## config.mk

```make
export PLATFORM = sky130hd
export DESIGN_NAME = cred_ledger_top
export DESIGN_NICKNAME = d
export VERILOG_FILES = /design/src/rtl/cred_cfg_pkg.sv /design/src/rtl/cred_op_pkg.sv /design/src/rtl/cred_ledger_top.sv /design/src/rtl/cred_rmw_pipe.sv /design/src/rtl/cred_arb.sv /design/src/rtl/cred_req_fifo.sv /design/src/rtl/cred_rf_pg.sv
export SDC_FILE = /design/constraint.sdc
export NUM_CORES = 1
export LEC_CHECK = 0
export ABC_AREA = 0
export BUFFER_PORTS_ARGS = -buffer_cell sky130_fd_sc_hd__buf_4
export CORE_AREA = 2 2 182 139
export CTS_CLUSTER_SIZE = 16
export DETAILED_ROUTE_END_ITERATION = 7
export DIE_AREA = 0 0 184 141
export HOLD_SLACK_MARGIN = 0.06
export PLACE_DENSITY = 0.71
export SLEW_MARGIN = 25
export SYNTH_ARGS = -nofsm -noshare
export SYNTH_HDL_FRONTEND = slang
export SYNTH_SLANG_ARGS = --single-unit
```

## constraint.sdc

```tcl
create_clock -name clk -period 9.1 [get_ports clk]
set_clock_uncertainty 0.1 [all_clocks]
set_input_delay 0.455 -clock clk [delete_from_list [all_inputs] [get_ports clk]]
set_output_delay 0.455 -clock clk [all_outputs]
set_load 0.05 [all_outputs]
```

## src/rtl/cred_cfg_pkg.sv

```systemverilog
// ----------------------------------------------------------
// Sizes and default values of the credit ledger.
// The top level takes its parameter defaults from here.
// ----------------------------------------------------------
`default_nettype none

package cred_cfg_pkg;

    // ------------------------------------------------------
    // Array geometry
    // ------------------------------------------------------

    // Number of credit counters held in the register file
    localparam int cred_depth = 24;

    // Counter width. A counter saturates at 2**cred_width - 1
    localparam int cred_width = 9;

    // Enough address bits to reach every counter
    localparam int cred_addr_width = 5;

    // Default number of strobes each client can hold while the ledger is busy
    localparam int cred_fifo_depth = 4;

    // ------------------------------------------------------
    // Basic types
    // ------------------------------------------------------
    typedef logic [cred_addr_width-1:0] cred_addr_t;
    typedef logic [cred_width-1:0]      cred_cnt_t;

endpackage

`default_nettype wire
```

## src/rtl/cred_op_pkg.sv

```systemverilog
// ----------------------------------------------------------
// Request, grant and update formats of the credit ledger.
// Shared by the client queues, the arbiter and the pipeline.
// ----------------------------------------------------------
`default_nettype none

package cred_op_pkg;

    // Client encoding. The client also selects the operation
    // enq adds one, deq subtracts one
    typedef enum logic [0:0] {
        client_enq = 1'b0,
        client_deq = 1'b1
    } cred_client_e;

    // ------------------------------------------------------
    // One pending request, also used as the grant (6 bits)
    // ------------------------------------------------------
    typedef struct packed {
        cred_cfg_pkg::cred_addr_t addr;
        cred_client_e             client;
    } cred_req_t;

    // ------------------------------------------------------
    // Report of one finished update (17 bits)
    // ------------------------------------------------------
    typedef struct packed {
        cred_cfg_pkg::cred_addr_t addr;
        cred_client_e             client;
        // Count after the update has been applied
        cred_cfg_pkg::cred_cnt_t  cnt;
        // Increment seen at full scale, count held
        logic                     sat;
        // Decrement seen at zero, count held
        logic                     unf;
    } cred_upd_t;

endpackage

`default_nettype wire

```

## src/rtl/cred_ledger_top.sv

```systemverilog
// ----------------------------------------------------------
// Credit ledger top level. Two client queues share one
// power-gated counter array through an arbiter and a pipeline.
// ----------------------------------------------------------
`default_nettype none

module cred_ledger_top #(
     parameter int DEPTH      = cred_cfg_pkg::cred_depth
    ,parameter int FIFO_DEPTH = cred_cfg_pkg::cred_fifo_depth
) (
     input  logic                     clk
    ,input  logic                     rst

    // Client strobes
    ,input  logic                     enq_v
    ,input  cred_cfg_pkg::cred_addr_t enq_addr
    ,input  logic                     deq_v
    ,input  cred_cfg_pkg::cred_addr_t deq_addr

    // Power interface
    ,input  logic                     pwr_enable_b_in
    ,input  logic                     pgcb_isol_en
    ,output logic                     pwr_enable_b_out

    // Results and status
    ,output logic                     upd_v
    ,output cred_op_pkg::cred_upd_t   upd
    ,output logic                     enq_ovf
    ,output logic                     deq_ovf
    ,output logic                     ready
);

    import cred_op_pkg::*;

    // Queue heads and pops
    cred_req_t               enq_head;
    cred_req_t               deq_head;
    logic                    enq_ne;
    logic                    deq_ne;
    logic                    enq_pop;
    logic                    deq_pop;

    // Grant into the pipeline
    logic                    gnt_v;
    cred_req_t               gnt;
    logic                    accept;

    // Array ports
    logic                    re;
    logic                    we;
    cred_cfg_pkg::cred_addr_t raddr;
    cred_cfg_pkg::cred_addr_t waddr;
    cred_cfg_pkg::cred_cnt_t  wdata;
    cred_cfg_pkg::cred_cnt_t  rdata;
    logic                    rf_ready;

    // ------------------------------------------------------
    // Client queues
    // ------------------------------------------------------
    cred_req_fifo #(.FIFO_DEPTH(FIFO_DEPTH), .CLIENT(client_enq)) u_enq_fifo (
         .clk(clk), .rst(rst), .push(enq_v), .push_addr(enq_addr), .pop(enq_pop)
        ,.head(enq_head), .not_empty(enq_ne), .ovf(enq_ovf)
    );

    cred_req_fifo #(.FIFO_DEPTH(FIFO_DEPTH), .CLIENT(client_deq)) u_deq_fifo (
         .clk(clk), .rst(rst), .push(deq_v), .push_addr(deq_addr), .pop(deq_pop)
        ,.head(deq_head), .not_empty(deq_ne), .ovf(deq_ovf)
    );

    // ------------------------------------------------------
    // Arbiter, pipeline and array
    // ------------------------------------------------------
    cred_arb u_arb (
         .clk(clk), .rst(rst), .enq_head(enq_head), .deq_head(deq_head)
        ,.enq_ne(enq_ne), .deq_ne(deq_ne), .accept(accept)
        ,.enq_pop(enq_pop), .deq_pop(deq_pop), .gnt_v(gnt_v), .gnt(gnt)
    );

    cred_rmw_pipe #(.DEPTH(DEPTH)) u_pipe (
         .clk(clk), .rst(rst), .gnt_v(gnt_v), .gnt(gnt), .rf_ready(rf_ready)
        ,.accept(accept), .ready(ready), .re(re), .we(we), .raddr(raddr)
        ,.waddr(waddr), .wdata(wdata), .rdata(rdata), .upd_v(upd_v), .upd(upd)
    );

    cred_rf_pg #(.DEPTH(DEPTH)) u_rf (
         .clk(clk), .rst(rst), .re(re), .we(we), .raddr(raddr), .waddr(waddr)
        ,.wdata(wdata), .rdata(rdata), .pgcb_isol_en(pgcb_isol_en)
        ,.pwr_enable_b_in(pwr_enable_b_in), .pwr_enable_b_out(pwr_enable_b_out)
        ,.rf_ready(rf_ready)
    );

endmodule

`default_nettype wire

```

## src/rtl/cred_rmw_pipe.sv

```systemverilog
// ----------------------------------------------------------
// Read-modify-write pipeline of the credit ledger.
// Clears the array after every power-up, then applies one
// saturating increment or decrement per granted request.
// ----------------------------------------------------------
`default_nettype none

module cred_rmw_pipe #(
     parameter int DEPTH = cred_cfg_pkg::cred_depth
) (
     input  logic                     clk
    ,input  logic                     rst
    ,input  logic                     gnt_v
    ,input  cred_op_pkg::cred_req_t   gnt
    ,input  logic                     rf_ready
    ,output logic                     accept
    ,output logic                     ready
    ,output logic                     re
    ,output logic                     we
    ,output cred_cfg_pkg::cred_addr_t raddr
    ,output cred_cfg_pkg::cred_addr_t waddr
    ,output cred_cfg_pkg::cred_cnt_t  wdata
    ,input  cred_cfg_pkg::cred_cnt_t  rdata
    ,output logic                     upd_v
    ,output cred_op_pkg::cred_upd_t   upd
);

    import cred_cfg_pkg::*;
    import cred_op_pkg::*;

    localparam cred_cnt_t  CNT_MAX   = '1;
    localparam cred_addr_t LAST_ADDR = cred_addr_t'(DEPTH - 1);

    logic       ready_q;
    cred_addr_t clr_addr;
    logic       sweep_on;

    // Write stage registers
    logic       s1_v;
    cred_req_t  s1_req;
    logic       s1_fwd;
    cred_cnt_t  s1_fwd_cnt;

    cred_cnt_t  old_cnt;
    cred_cnt_t  new_cnt;
    logic       sat;
    logic       unf;
    logic       wr_op;
    logic       fwd_hit;

    // ------------------------------------------------------
    // Clear sweep after each rise of rf_ready
    // ------------------------------------------------------

    // Losing the array drops ready in the same cycle
    assign ready    = ready_q & rf_ready;
    assign accept   = ready;
    assign sweep_on = rf_ready & ~ready_q;

    always_ff @(posedge clk) begin
        if (rst || !rf_ready) begin
            ready_q  <= 1'b0;
            clr_addr <= '0;
        end else if (!ready_q) begin
            // Ready follows the cycle of the last clearing write
            if (clr_addr == LAST_ADDR) begin
                ready_q <= 1'b1;
            end
            clr_addr <= (clr_addr == LAST_ADDR) ? '0 : clr_addr + 1'b1;
        end
    end

    // ------------------------------------------------------
    // Read stage
    // ------------------------------------------------------
    assign re    = gnt_v & ready;
    assign raddr = gnt.addr;

    // Write stage updates the word that is read now, so its result is forwarded
    assign wr_op   = s1_v & ready;
    assign fwd_hit = re & wr_op & (s1_req.addr == gnt.addr);

    always_ff @(posedge clk) begin
        if (rst) begin
            s1_v   <= 1'b0;
            s1_fwd <= 1'b0;
        end else begin
            s1_v   <= re;
            s1_fwd <= fwd_hit;
        end
    end

    always_ff @(posedge clk) begin
        s1_req     <= gnt;
        s1_fwd_cnt <= new_cnt;
    end

    // ------------------------------------------------------
    // Write stage with saturation
    // ------------------------------------------------------
    assign old_cnt = s1_fwd ? s1_fwd_cnt : rdata;

    always_comb begin
        sat     = 1'b0;
        unf     = 1'b0;
        new_cnt = old_cnt;
        if (s1_req.client == client_enq) begin
            sat = (old_cnt == CNT_MAX);
            if (!sat) begin
                new_cnt = old_cnt + 1'b1;
            end
        end else begin
            unf = (old_cnt == '0);
            if (!unf) begin
                new_cnt = old_cnt - 1'b1;
            end
        end
    end

    // The sweep owns the write port until ready rises
    assign we    = sweep_on | wr_op;
    assign waddr = sweep_on ? clr_addr : s1_req.addr;
    assign wdata = sweep_on ? '0 : new_cnt;

    assign upd_v = wr_op;
    assign upd   = '{addr: s1_req.addr, client: s1_req.client, cnt: new_cnt, sat: sat, unf: unf};

endmodule

`default_nettype wire

```

## src/rtl/cred_arb.sv

```systemverilog
// ----------------------------------------------------------
// Round-robin arbiter between the enq and deq client queues.
// Grants one head per cycle while the pipeline accepts.
// ----------------------------------------------------------
`default_nettype none

module cred_arb (
     input  logic                   clk
    ,input  logic                   rst
    ,input  cred_op_pkg::cred_req_t enq_head
    ,input  cred_op_pkg::cred_req_t deq_head
    ,input  logic                   enq_ne
    ,input  logic                   deq_ne
    ,input  logic                   accept
    ,output logic                   enq_pop
    ,output logic                   deq_pop
    ,output logic                   gnt_v
    ,output cred_op_pkg::cred_req_t gnt
);

    import cred_op_pkg::*;

    // Client that won the last grant
    cred_client_e last_win;

    // High when the deq queue wins this cycle
    logic         pick_deq;

    // ------------------------------------------------------
    // Winner selection, combinational from the heads
    // ------------------------------------------------------

    // With both queues waiting, deq wins only if enq had the last grant.
    // With one queue waiting, that queue wins
    assign pick_deq = deq_ne & (~enq_ne | (last_win == client_enq));

    assign gnt_v   = accept & (enq_ne | deq_ne);
    assign gnt     = pick_deq ? deq_head : enq_head;
    assign enq_pop = gnt_v & ~pick_deq;
    assign deq_pop = gnt_v & pick_deq;

    // Round-robin state, starts as if deq had won so enq goes first
    always_ff @(posedge clk) begin
        if (rst) begin
            last_win <= client_deq;
        end else if (gnt_v) begin
            last_win <= pick_deq ? client_deq : client_enq;
        end
    end

endmodule

`default_nettype wire

```

## src/rtl/cred_req_fifo.sv

```systemverilog
// ----------------------------------------------------------
// Pending queue of one ledger client.
// Strobes become held requests tagged with the client id;
// a strobe that finds the queue full is dropped and flagged.
// ----------------------------------------------------------
`default_nettype none

module cred_req_fifo #(
     parameter int                        FIFO_DEPTH = cred_cfg_pkg::cred_fifo_depth
    ,parameter cred_op_pkg::cred_client_e CLIENT     = cred_op_pkg::client_enq
) (
     input  logic                     clk
    ,input  logic                     rst
    ,input  logic                     push
    ,input  cred_cfg_pkg::cred_addr_t push_addr
    ,input  logic                     pop
    ,output cred_op_pkg::cred_req_t   head
    ,output logic                     not_empty
    ,output logic                     ovf
);

    import cred_op_pkg::*;

    localparam int PW = (FIFO_DEPTH > 1) ? $clog2(FIFO_DEPTH) : 1;
    localparam int CW = $clog2(FIFO_DEPTH + 1);

    // Entry storage with one request per slot
    cred_req_t       q [FIFO_DEPTH];
    logic [PW-1:0]   rd_ptr;
    logic [PW-1:0]   wr_ptr;
    logic [CW-1:0]   count;
    logic            full;
    logic            do_push;
    logic            do_pop;

    assign not_empty = (count != '0);
    assign full      = (count == CW'(FIFO_DEPTH));

    // A pop in the same cycle frees the slot that a push into a full queue needs
    assign do_pop  = pop & not_empty;
    assign do_push = push & (~full | do_pop);

    assign head = q[rd_ptr];

    // ------------------------------------------------------
    // Pointers, count and overflow flag
    // ------------------------------------------------------
    always_ff @(posedge clk) begin
        if (rst) begin
            rd_ptr <= '0;
            wr_ptr <= '0;
            count  <= '0;
            ovf    <= 1'b0;
        end else begin
            if (do_push) begin
                wr_ptr <= (wr_ptr == PW'(FIFO_DEPTH - 1)) ? '0 : wr_ptr + 1'b1;
            end
            if (do_pop) begin
                rd_ptr <= (rd_ptr == PW'(FIFO_DEPTH - 1)) ? '0 : rd_ptr + 1'b1;
            end
            // Count moves only when exactly one side is active
            if (do_push && !do_pop) begin
                count <= count + 1'b1;
            end else if (do_pop && !do_push) begin
                count <= count - 1'b1;
            end
            // Dropped strobe is reported one cycle later
            ovf <= push & ~do_push;
        end
    end

    // Entry write tagged with this queue's client
    always_ff @(posedge clk) begin
        if (do_push) begin
            q[wr_ptr] <= '{addr: push_addr, client: CLIENT};
        end
    end

endmodule

`default_nettype wire

```

## src/rtl/cred_rf_pg.sv

```systemverilog
// ----------------------------------------------------------
// Power-gated two-port counter array with a registered read.
// rf_ready tells the pipeline when the contents can be used.
// ----------------------------------------------------------
`default_nettype none

module cred_rf_pg #(
     parameter int DEPTH = cred_cfg_pkg::cred_depth
) (
     input  logic                     clk
    ,input  logic                     rst

    ,input  logic                     re
    ,input  logic                     we
    ,input  cred_cfg_pkg::cred_addr_t raddr
    ,input  cred_cfg_pkg::cred_addr_t waddr
    ,input  cred_cfg_pkg::cred_cnt_t  wdata
    ,output cred_cfg_pkg::cred_cnt_t  rdata

    // Power interface
    ,input  logic                     pgcb_isol_en
    ,input  logic                     pwr_enable_b_in
    ,output logic                     pwr_enable_b_out
    ,output logic                     rf_ready
);

    import cred_cfg_pkg::*;

    // Storage, one word per counter
    cred_cnt_t  mem [DEPTH];

    // Registered read data before output gating
    cred_cnt_t  rdata_q;

    // Reset synchronizer, both stages set while rst is high
    logic [1:0] rst_sync;

    // Power-enable chain, stage 1 drives pwr_enable_b_out
    logic [1:0] pwr_q;

    // ------------------------------------------------------
    // Reset synchronizer and power-enable chain
    // ------------------------------------------------------
    always_ff @(posedge clk) begin
        if (rst) begin
            rst_sync <= 2'b11;
            // The array is treated as unpowered while in reset
            pwr_q    <= 2'b11;
        end else begin
            rst_sync <= {rst_sync[0], 1'b0};
            pwr_q    <= {pwr_q[0], pwr_enable_b_in};
        end
    end

    assign pwr_enable_b_out = pwr_q[1];

    // The array is usable only out of reset, powered and not isolated
    assign rf_ready = ~rst_sync[1] & ~pwr_enable_b_out & ~pgcb_isol_en;

    // ------------------------------------------------------
    // Array write port
    // ------------------------------------------------------
    always_ff @(posedge clk) begin
        if (pwr_enable_b_out) begin
            // Power is gone, so the contents are lost. Poison every word
            for (int i = 0; i < DEPTH; i++) begin
                mem[i] <= 'x;
            end
        end else if (we && rf_ready && (int'(waddr) < DEPTH)) begin
            mem[waddr] <= wdata;
        end
    end

    // ------------------------------------------------------
    // Array read port, one cycle of latency
    // ------------------------------------------------------
    always_ff @(posedge clk) begin
        if (re && rf_ready) begin
            // Out of range addresses read back as zero
            rdata_q <= (int'(raddr) < DEPTH) ? mem[raddr] : '0;
        end
    end

    // Isolation, power down and reset all clamp the read data to zero
    assign rdata = rf_ready ? rdata_q : '0;

endmodule

`default_nettype wire

```

[Word level (Yosys, flattened, before mapping)]
Memory sizes are Yosys's and may differ from the RTL's. A register that Yosys moved wholly into a read port is not among the register bits.
Cells that the tools add are included.
Word-level totals
  memories kept: 3
  output and inout port bits: 22
  RAM bits: 256
  bits in registers: 44
  bits of input ports: 16
  word-level logic and storage cells: 137
Memory list
  u_rf.mem: depth 24, width 9, read ports 1, clocked after memory_dff 1, wr ports 24, line cred_rf_pg.sv:30  | cred_cnt_t mem [DEPTH];
  u_deq_fifo.q: depth 4, width 5, read ports 1, clocked after memory_dff 1, wr ports 1, line cred_req_fifo.sv:28  | cred_req_t q [FIFO_DEPTH];
  u_enq_fifo.q: depth 4, width 5, read ports 1, clocked after memory_dff 1, wr ports 1, line cred_req_fifo.sv:28
Cells by class
  magnitude comparators: 2
  reduce and logical (&&, ||, !) cells: 20
  add/sub/neg operators: 11
  bitwise operators: 34
  equal/unequal tests: 9
  mux-type cells: 39
Operators by type and width (number)
  2-to-1 mux 9 bit: 7
  AND 1 bit: 18
  2-to-1 mux 1 bit: 16
  2-to-1 mux 2 bit: 8
  2-to-1 mux 5 bit: 3
  2-to-1 mux 3 bit: 4
  inverter 1 bit: 11
  < comparator 5 bit (second input constant): 2
  adder 9 x 1 -> 9 bit (second input constant): 1
  equality test 9 bit (second input constant): 1
  logical NOT 9 bit: 1
  OR reduction 9 bit: 1
  subtractor 9 x 1 -> 9 bit (second input constant): 1
  adder 2 x 1 -> 2 bit (second input constant): 4
  equality test 2 bit (second input constant): 4
  logical AND 1 bit: 7
  adder 3 x 1 -> 3 bit (second input constant): 2
  equality test 3 bit (second input constant): 2
  logical NOT 1 bit: 6
  2-to-1 mux 6 bit: 1
  nonzero test 3 bit: 2
  subtractor 3 x 1 -> 3 bit (second input constant): 2
  adder 5 x 1 -> 5 bit (second input constant): 1
  equality test 5 bit: 1
  other kinds (4): 9

[Longest topological paths before layout]
Gate-level depths: netlist of run 1.
  word-level depth: 13
  mapped depth: 13
  gate-level depth less buffers: 11

[Cells and area by module]
Synthesis of run 1 repeated with hierarchy kept, for this count alone.
Unflattened totals
  cells, all modules: 847
  area, all modules: 13365.3 sq um
Modules (own cells, without submodules)
  cred_rf_pg: instances 1, seq. area each 6836.6 sq um, cells an instance 490, area each 9048.7 sq um
  cred_req_fifo: instances 2, seq. area each 800.8 sq um, cells an instance 78, area each 1242.4 sq um
  cred_rmw_pipe: instances 1, seq. area each 460.4 sq um, cells an instance 187, area each 1684.1 sq um
  cred_arb: instances 1, seq. area each 20.0 sq um, cells an instance 14, area each 147.6 sq um

[Least setup slack after synthesis of run 1]
No wires, ideal clock.
  kind: flip-flop to flip-flop
  start: reg u_rf.pwr_q[1]
  end: mem u_rf.mem[0][6] in the netlist's numbering (data pin)
  setup slack: 4953 ps
  library setup time: 255 ps
  clock period less this slack: 4147 ps
  buffers on the path: 1
  data required time: 8745 ps
  stages on the path, launching flop included: 11
  arrival time: 3792 ps
  cell sequence: dfxtp_1 > nor3_2 > buf_2 > a22oi_1 > inv_1 > ha_1 > nand3_1 > nor4_1 > nor3_1 > a221oi_1 > and2_1
RTL lines
  from (decl): line cred_rf_pg.sv:39  | logic [1:0] pwr_q;
  from (signal assigned): line cred_rf_pg.sv:51  | pwr_q <= {pwr_q[0], pwr_enable_b_in};
  to (decl): line cred_rf_pg.sv:30

==> flow_metrics.py, run 1 <==
metrics = {
    "placement": {
        "dp_hpwl_microns": 18800,
        "place_inst": 1276,
        "finalWeightedCongestion": 0.873,
        "post-place-ws_ps": 4950,
        "place_area_sq_um": 13600,
        "numPortBuffers": 37,
    },
    "setup_path": {
        "path_max_fanout": 56,
        "timing.critical_path.cells": "mux4_2 -> nand3_1 -> and2_4 -> clkinv_1 -> buf_4 -> nand2_1 -> nand3_1 -> a21oi_1 -> o221ai_1",
        "required_ps": 9270,
        "rrSetupSlack_ps": 4880,
        "end_kind": "flop",
        "crit_top_cell": "nand3_1",
        "cp_top_family": "buffers and inverters",
        "critPathLaunchType": "flop",
        "crit_path_top_delay_cell": "clkinv_1",
        "ff2ff_path_depth": 9,
        "cp_num_buf_inv": 2,
        "path_class": "flop to flop",
        "r2r_end": "u_rf.rdata_q[1]$_SDFFCE_PP0P_",
        "cp_slowest_stage_delay_ps": 830,
        "crit_arrival_ps": 4390,
    },
    "hold_path": {
        "hold_path_startpoint": "rst",
        "holdCritPathClass": "primary input to flop",
        "hold_end": "u_rf.rst_sync[0]$_DFF_P_",
        "holdPathStages": 1,
    },
    "global_route": {
        "gr-usage-all-layers_pct": 23.0,
        "grt_max_degree": 57,
        "grt_pass1_vias": 7583,
        "grt_overflow_total": 0,
        "antenna_found_initial": 1,
        "grt_pass1_wl_microns": 44900,
    },
    "drt": {
        "num_vias": 7942,
        "post_drt_wl_per_cell_microns": 21.9,
        "drt_iter0_drc": 778,
        "routed_wl_microns": 29500,
        "drcViolationCount": 0,
        "antenna_left": 0,
        "firstDrtPassIters": 5,
        "viasPerCell": 5.92,
    },
    "power": {
        "p_leak_uw": 0.00514,
        "p_per_area_nw_per_um2": 261,
        "ir_drop_mv": 0.155,
    },
    "final_layout": {
        "layout_common_cells": "edfxtp_1, nand2_1, mux2i_1",
        "layout_commonest_cell": "edfxtp_1",
        "instances_no_fill": 1342,
        "diodes": 0,
        "drive_gt1_share_pct": 11.8,
        "fin_area_sq_um": 14600,
        "area_growth_pct": 11.6,
        "final_net_count": 1039,
    },
    "synthesis": {
        "ys_seq_area_share_pct": 68.0,
        "async_flop_share_pct": 0,
        "ys_ff_latch": 313,
        "synth-edff-count": 265,
        "netlist-cell-type-count": 66,
        "postSynthAreaPerCell_sq_um": 13.6,
        "netlist_instances": 964,
        "syn_nets": 996,
        "synth_ff_type": "edfxtp_1",
        "ys_warn_count": 0,
        "synth_area_sq_um": 13100,
    },
    "clocking": {
        "clock-sinks": 313,
        "cts.clk_slew.worst_paths_ps": 70,
        "cts_tree": "built",
        "cts_buffer_depth": 3,
        "cts_inserted_buffers": 29,
        "root_buffer": "clkbuf_16",
        "post_cts_resize_count": 0,
        "h-tree-depth": 1,
        "worst_skew_pair.late_latency_ps": 550,
    },
    "die": {
        "core_area_sq_um": 24400,
        "initial_utilization_pct": 53.7,
        "ioPinCount": 38,
        "die_area_sq_um": 25900,
        "fp.dieH_microns": 141,
        "rows": 50,
        "fp.dieW_microns": 184,
    },
    "run_status": {
        "status": "finished clean",
    },
    "sta": {
        "period_minus_slack_ps": 4220,
        "period_share_pct": 46.3,
        "fin_ws_ps": 4880,
        "rsz0062_at_grt": "no",
        "hold_viol_final": 0,
        "maxSlewViolCount": 0,
        "fmax_ghz": 0.237,
        "fin_setup_tns_ps": 0,
        "finalSetupViolCount": 0,
        "tightestPinTransition_ps": 1060,
        "max-slew-margin-rel_pct": 29.6,
    },
    "job": {
        "maxCapViolations": 0,
    },
}
through the flow:
stage / util (%) / hold WS (ps) / power (uW)
floorplan: - / 289 / 2420
global placement: 55.8 / 291 / 2670
detailed placement: 55.8 / 297 / 2690
CTS: 59.9 / 85.0 / 3830
global route: 60.0 / 96.4 / 3970
finish: 60.0 / 103 / 3820
final cells by class:
class                      count  area, sq um
tap                          312          390
fill                        1861         9760
clock inverter                12         90.1
timing repair buffer          57          459
clock buffer                  42          805
multi-input combinational    587         3900
sequential                   313         8920
inverter                      19         73.8
state kept, by name, indices dropped and copies added, names as in the netlist, 3 cells and up, named ones only:
signal             count
u_deq_fifo.q          20
u_enq_fifo.count       3
u_deq_fifo.count       3
u_pipe.clr_addr        5
u_pipe.s1_fwd_cnt      9
u_pipe.upd             6
u_rf.mem             216
u_rf.rdata_q           9
u_enq_fifo.q          20
synth_stat cells, drive strengths merged, types with 5 or more instances:
| master | count | area share (%) |
|---|---|---|
| o21ai | 16 | 0.64 |
| dfxtp | 48 | 7.3 |
| xor2 | 5 | 0.33 |
| o221ai | 9 | 0.65 |
| nor3 | 14 | 0.61 |
| buf | 29 | 1.5 |
| o2111ai | 7 | 0.47 |
| nand3 | 75 | 2.9 |
| a22oi | 11 | 0.63 |
| a22o | 5 | 0.33 |
| a21oi | 26 | 0.99 |
| ha | 14 | 1.3 |
| inv | 18 | 0.53 |
| mux2i | 79 | 6.0 |
| edfxtp | 265 | 61 |
| and3 | 7 | 0.33 |
| nand2b | 5 | 0.24 |
| nand2 | 148 | 4.3 |
| nor2 | 52 | 1.5 |
| and2 | 17 | 0.81 |
| nor2b | 10 | 0.48 |
| nor3b | 9 | 0.52 |
| mux4 | 14 | 2.4 |
| or3 | 7 | 0.33 |
| xnor2 | 10 | 0.67 |
| clkbuf | 16 | 0.46 |
how the worst max path moves through the flow:
stage                             start                            end  cells after the start
6_report                           flop  u_rf.rdata_q[1]$_SDFFCE_PP0P_                      9
5_1_grt                            flop  u_rf.rdata_q[2]$_SDFFCE_PP0P_                      9
4_1_cts                            flop  u_rf.rdata_q[1]$_SDFFCE_PP0P_                      9
3_5_place_dp   u_pipe.s1_fwd$_SDFF_PP0_      u_rf.mem[21][1]$_DFFE_PP_                      9
3_3_place_gp                       flop  u_rf.rdata_q[1]$_SDFFCE_PP0P_                      9
2_1_floorplan  u_rf.pwr_q[1]$_SDFF_PP1_       u_rf.mem[0][6]$_DFFE_PP_                     10
report_power, final:
group	switching [uW]	internal, uW	total, uW
clock	510	642	1150
sequential	44.8	1660	1700
combinational	658	312	970
total	1210	2610	3820
kinds of logic (layout without fill, tap and decap cells):
| kind of cell | Yosys count | count (layout) | synth area share [%] |
|---|---|---|---|
| AO/OA/AOI/OAI | 101 | 101 | 5.43 |
| XOR/XNOR | 15 | 15 | 1.00 |
| adder cells (fa/ha/maj) | 16 | 16 | 1.64 |
| buffers and inverters | 64 | 130 | 2.48 |
| flip-flops | 313 | 313 | 68.0 |
| multiplexers | 95 | 95 | 8.64 |
| AND/OR/NAND/NOR | 360 | 360 | 12.8 |
timing repair:
item                      CTS  global route
hold buffers               11             0
hold endpoints to repair   41             0
buffers inserted            0             0
layer usage:
layer | global-route usage [%] | vias up | part of all wire (%)
met3 | 4.26 | 52 | 8.1
li1 | - | 3676 | -
met1 | 35.3 | 3889 | 45
met2 | 33.9 | 323 | 44
met5 | 0 | - | 0.041
met4 | 6.19 | 2 | 2.6
(Power assumes the default switching activity.)
==> inputs of run 2 (changes only) <==
Clock period 9.1 ns to 3.9 ns, I/O delays scaled along.
==> run 2 against run 1 <==
Effect of this change:
- global-route usage is 0.66 points lower
- sequential share of layout area is 0.98 points lower
- worst setup slack worse by 4700 ps
==> flow_metrics.py, run 2 (same netlist as run 1, synthesis figures left out) <==
metrics = {
    "setup_path": {
        "critPathLaunchType": "flop",
        "path_max_fanout": 14,
        "required_ps": 3610,
        "path_class": "flop to primary output",
        "cp_slowest_stage_delay_ps": 570,
        "crit_arrival_ps": 3390,
        "end_kind": "primary output",
        "timing.critical_path.cells": "nor2b_1 -> a22oi_1 -> inv_1 -> ha_1 -> and3_1 -> and4_1 -> or2_1 -> a221oi_2 -> buf_4",
        "crit_path_top_delay_cell": "dfxtp_1",
    },
    "drt": {
        "drcViolationCount": 0,
        "routed_wl_microns": 28900,
        "antenna_left": 0,
        "viasPerCell": 5.85,
        "drt_iter0_drc": 876,
        "post_drt_wl_per_cell_microns": 21.1,
        "firstDrtPassIters": 5,
        "num_vias": 8004,
    },
    "final_layout": {
        "top_regs": "u_rf.mem (216), u_deq_fifo.q (20), u_enq_fifo.q (20)",
        "fin_util_pct": 61.0,
        "drive_gt1_share_pct": 13.6,
        "largest_register": "u_rf.mem",
        "layout_common_cells": "edfxtp_1, nand2_1, mux2i_1",
        "layout_commonest_cell": "edfxtp_1",
        "instances_no_fill": 1368,
        "final_net_count": 1068,
        "largest_reg_flops": 216,
        "diodes": 0,
        "area_growth_pct": 13.5,
        "fin_area_sq_um": 14900,
    },
    "sta": {
        "fmax_ghz": 0.271,
        "hold_viol_final": 0,
        "rsz0062_at_grt": "no",
        "fin_hold_ws_ps": 157,
        "max-slew-margin-rel_pct": 30.2,
        "period_minus_slack_ps": 3680,
        "maxSlewViolCount": 0,
        "period_share_pct": 94.5,
        "finalSetupViolCount": 0,
        "tightestPinTransition_ps": 1050,
    },
    "die": {
        "die_area_sq_um": 25900,
        "fp.dieW_microns": 184,
        "fp.dieH_microns": 141,
        "ioPinCount": 38,
        "core_area_sq_um": 24400,
        "rows": 50,
        "initial_utilization_pct": 53.7,
    },
    "global_route": {
        "grt_overflow_total": 0,
        "grt_pass1_vias": 7603,
        "grt_pass1_wl_microns": 43600,
        "gr-usage-all-layers_pct": 22.3,
        "grt_max_degree": 61,
        "antenna_found_initial": 0,
    },
    "placement": {
        "place_area_sq_um": 13800,
        "numPortBuffers": 37,
        "finalWeightedCongestion": 0.938,
        "place_inst": 1302,
        "dp_hpwl_microns": 18600,
    },
    "clocking": {
        "cts_inserted_buffers": 29,
        "post_cts_buffers": 0,
        "worst_skew_pair.late_latency_ps": 540,
        "cts_tree": "built",
        "cts_buffer_depth": 3,
        "cts.clk_slew.worst_paths_ps": 60,
        "h-tree-depth": 1,
        "clock-sinks": 313,
        "root_buffer": "clkbuf_16",
    },
    "job": {
        "maxCapViolations": 0,
    },
    "hold_path": {
        "holdCritPathClass": "primary input to flop",
    },
    "run_status": {
        "status": "finished clean",
    },
    "power": {
        "ir_drop_mv": 0.420,
        "p_leak_uw": 0.00528,
        "p_per_area_nw_per_um2": 603,
    },
}
run 2: final cells by class:
| cell class | count | area (sq um) |
|---|---|---|
| clock buffer | 34 | 744 |
| clock inverter | 17 | 126 |
| fill | 1861 | 9520 |
| inverter | 19 | 73.8 |
| multi-input combinational | 587 | 3920 |
| sequential | 313 | 8920 |
| tap | 312 | 390 |
| timing repair buffer | 86 | 708 |
run 2: per-layer routing:
layer	wire length [microns]	vias up	global-route usage, %
met4	799	0	6.53
li1	-	3738	-
met5	0	-	0
met1	13100	3915	33.2
met2	12700	297	33.7
met3	2300	54	4.52
run 2: worst max-delay path: cells and delay by family (launching register included):
kind            cells  cell delay, ps
compound gates      2             740
fa+ha+maj           1             250
buf+inv             2             430
flops               1             570
simple gates        4             850
run 2: final timing paths:
| path | startpoint | to | slack (ps) | depth (start not counted) |
|---|---|---|---|---|
| min reg2reg | u_rf.pwr_q[0]$_SDFF_PP1_ | u_rf.pwr_q[1]$_SDFF_PP1_ | 310 | 1 |
| max | u_pipe.s1_fwd$_SDFF_PP0_ | upd[3] | 220 | 9 |
| max reg2reg | u_rf.pwr_q[1]$_SDFF_PP1_ | u_rf.mem[18][7]$_DFFE_PP_ | 380 | 8 |
| min | pgcb_isol_en | u_pipe.clr_addr[3]$_SDFFE_PP0N_ | 160 | 5 |
run 2: where the power goes:
group	total [uW]	switching, uW	internal, uW
combinational	2360	1560	796
clock	2640	1160	1480
sequential	3970	110	3860
total	8970	2830	6140
run 2: stage by stage:
stage / setup slack [ps] / total power (uW) / TNS (ps)
floorplan: -144 / 5640 / -4200
global placement: 399 / 6330 / 0
detailed placement: 287 / 6370 / 0
CTS: 254 / 9000 / 0
global route: 20.4 / 9310 / 0
finish: 216 / 8970 / 0
run 2: what timing repair did:
action	in CTS	in global routing
gates resized for setup	0	1
endpoints found under the setup margin	0	2
hold buffers	15	0
endpoints found under the hold margin	66	0
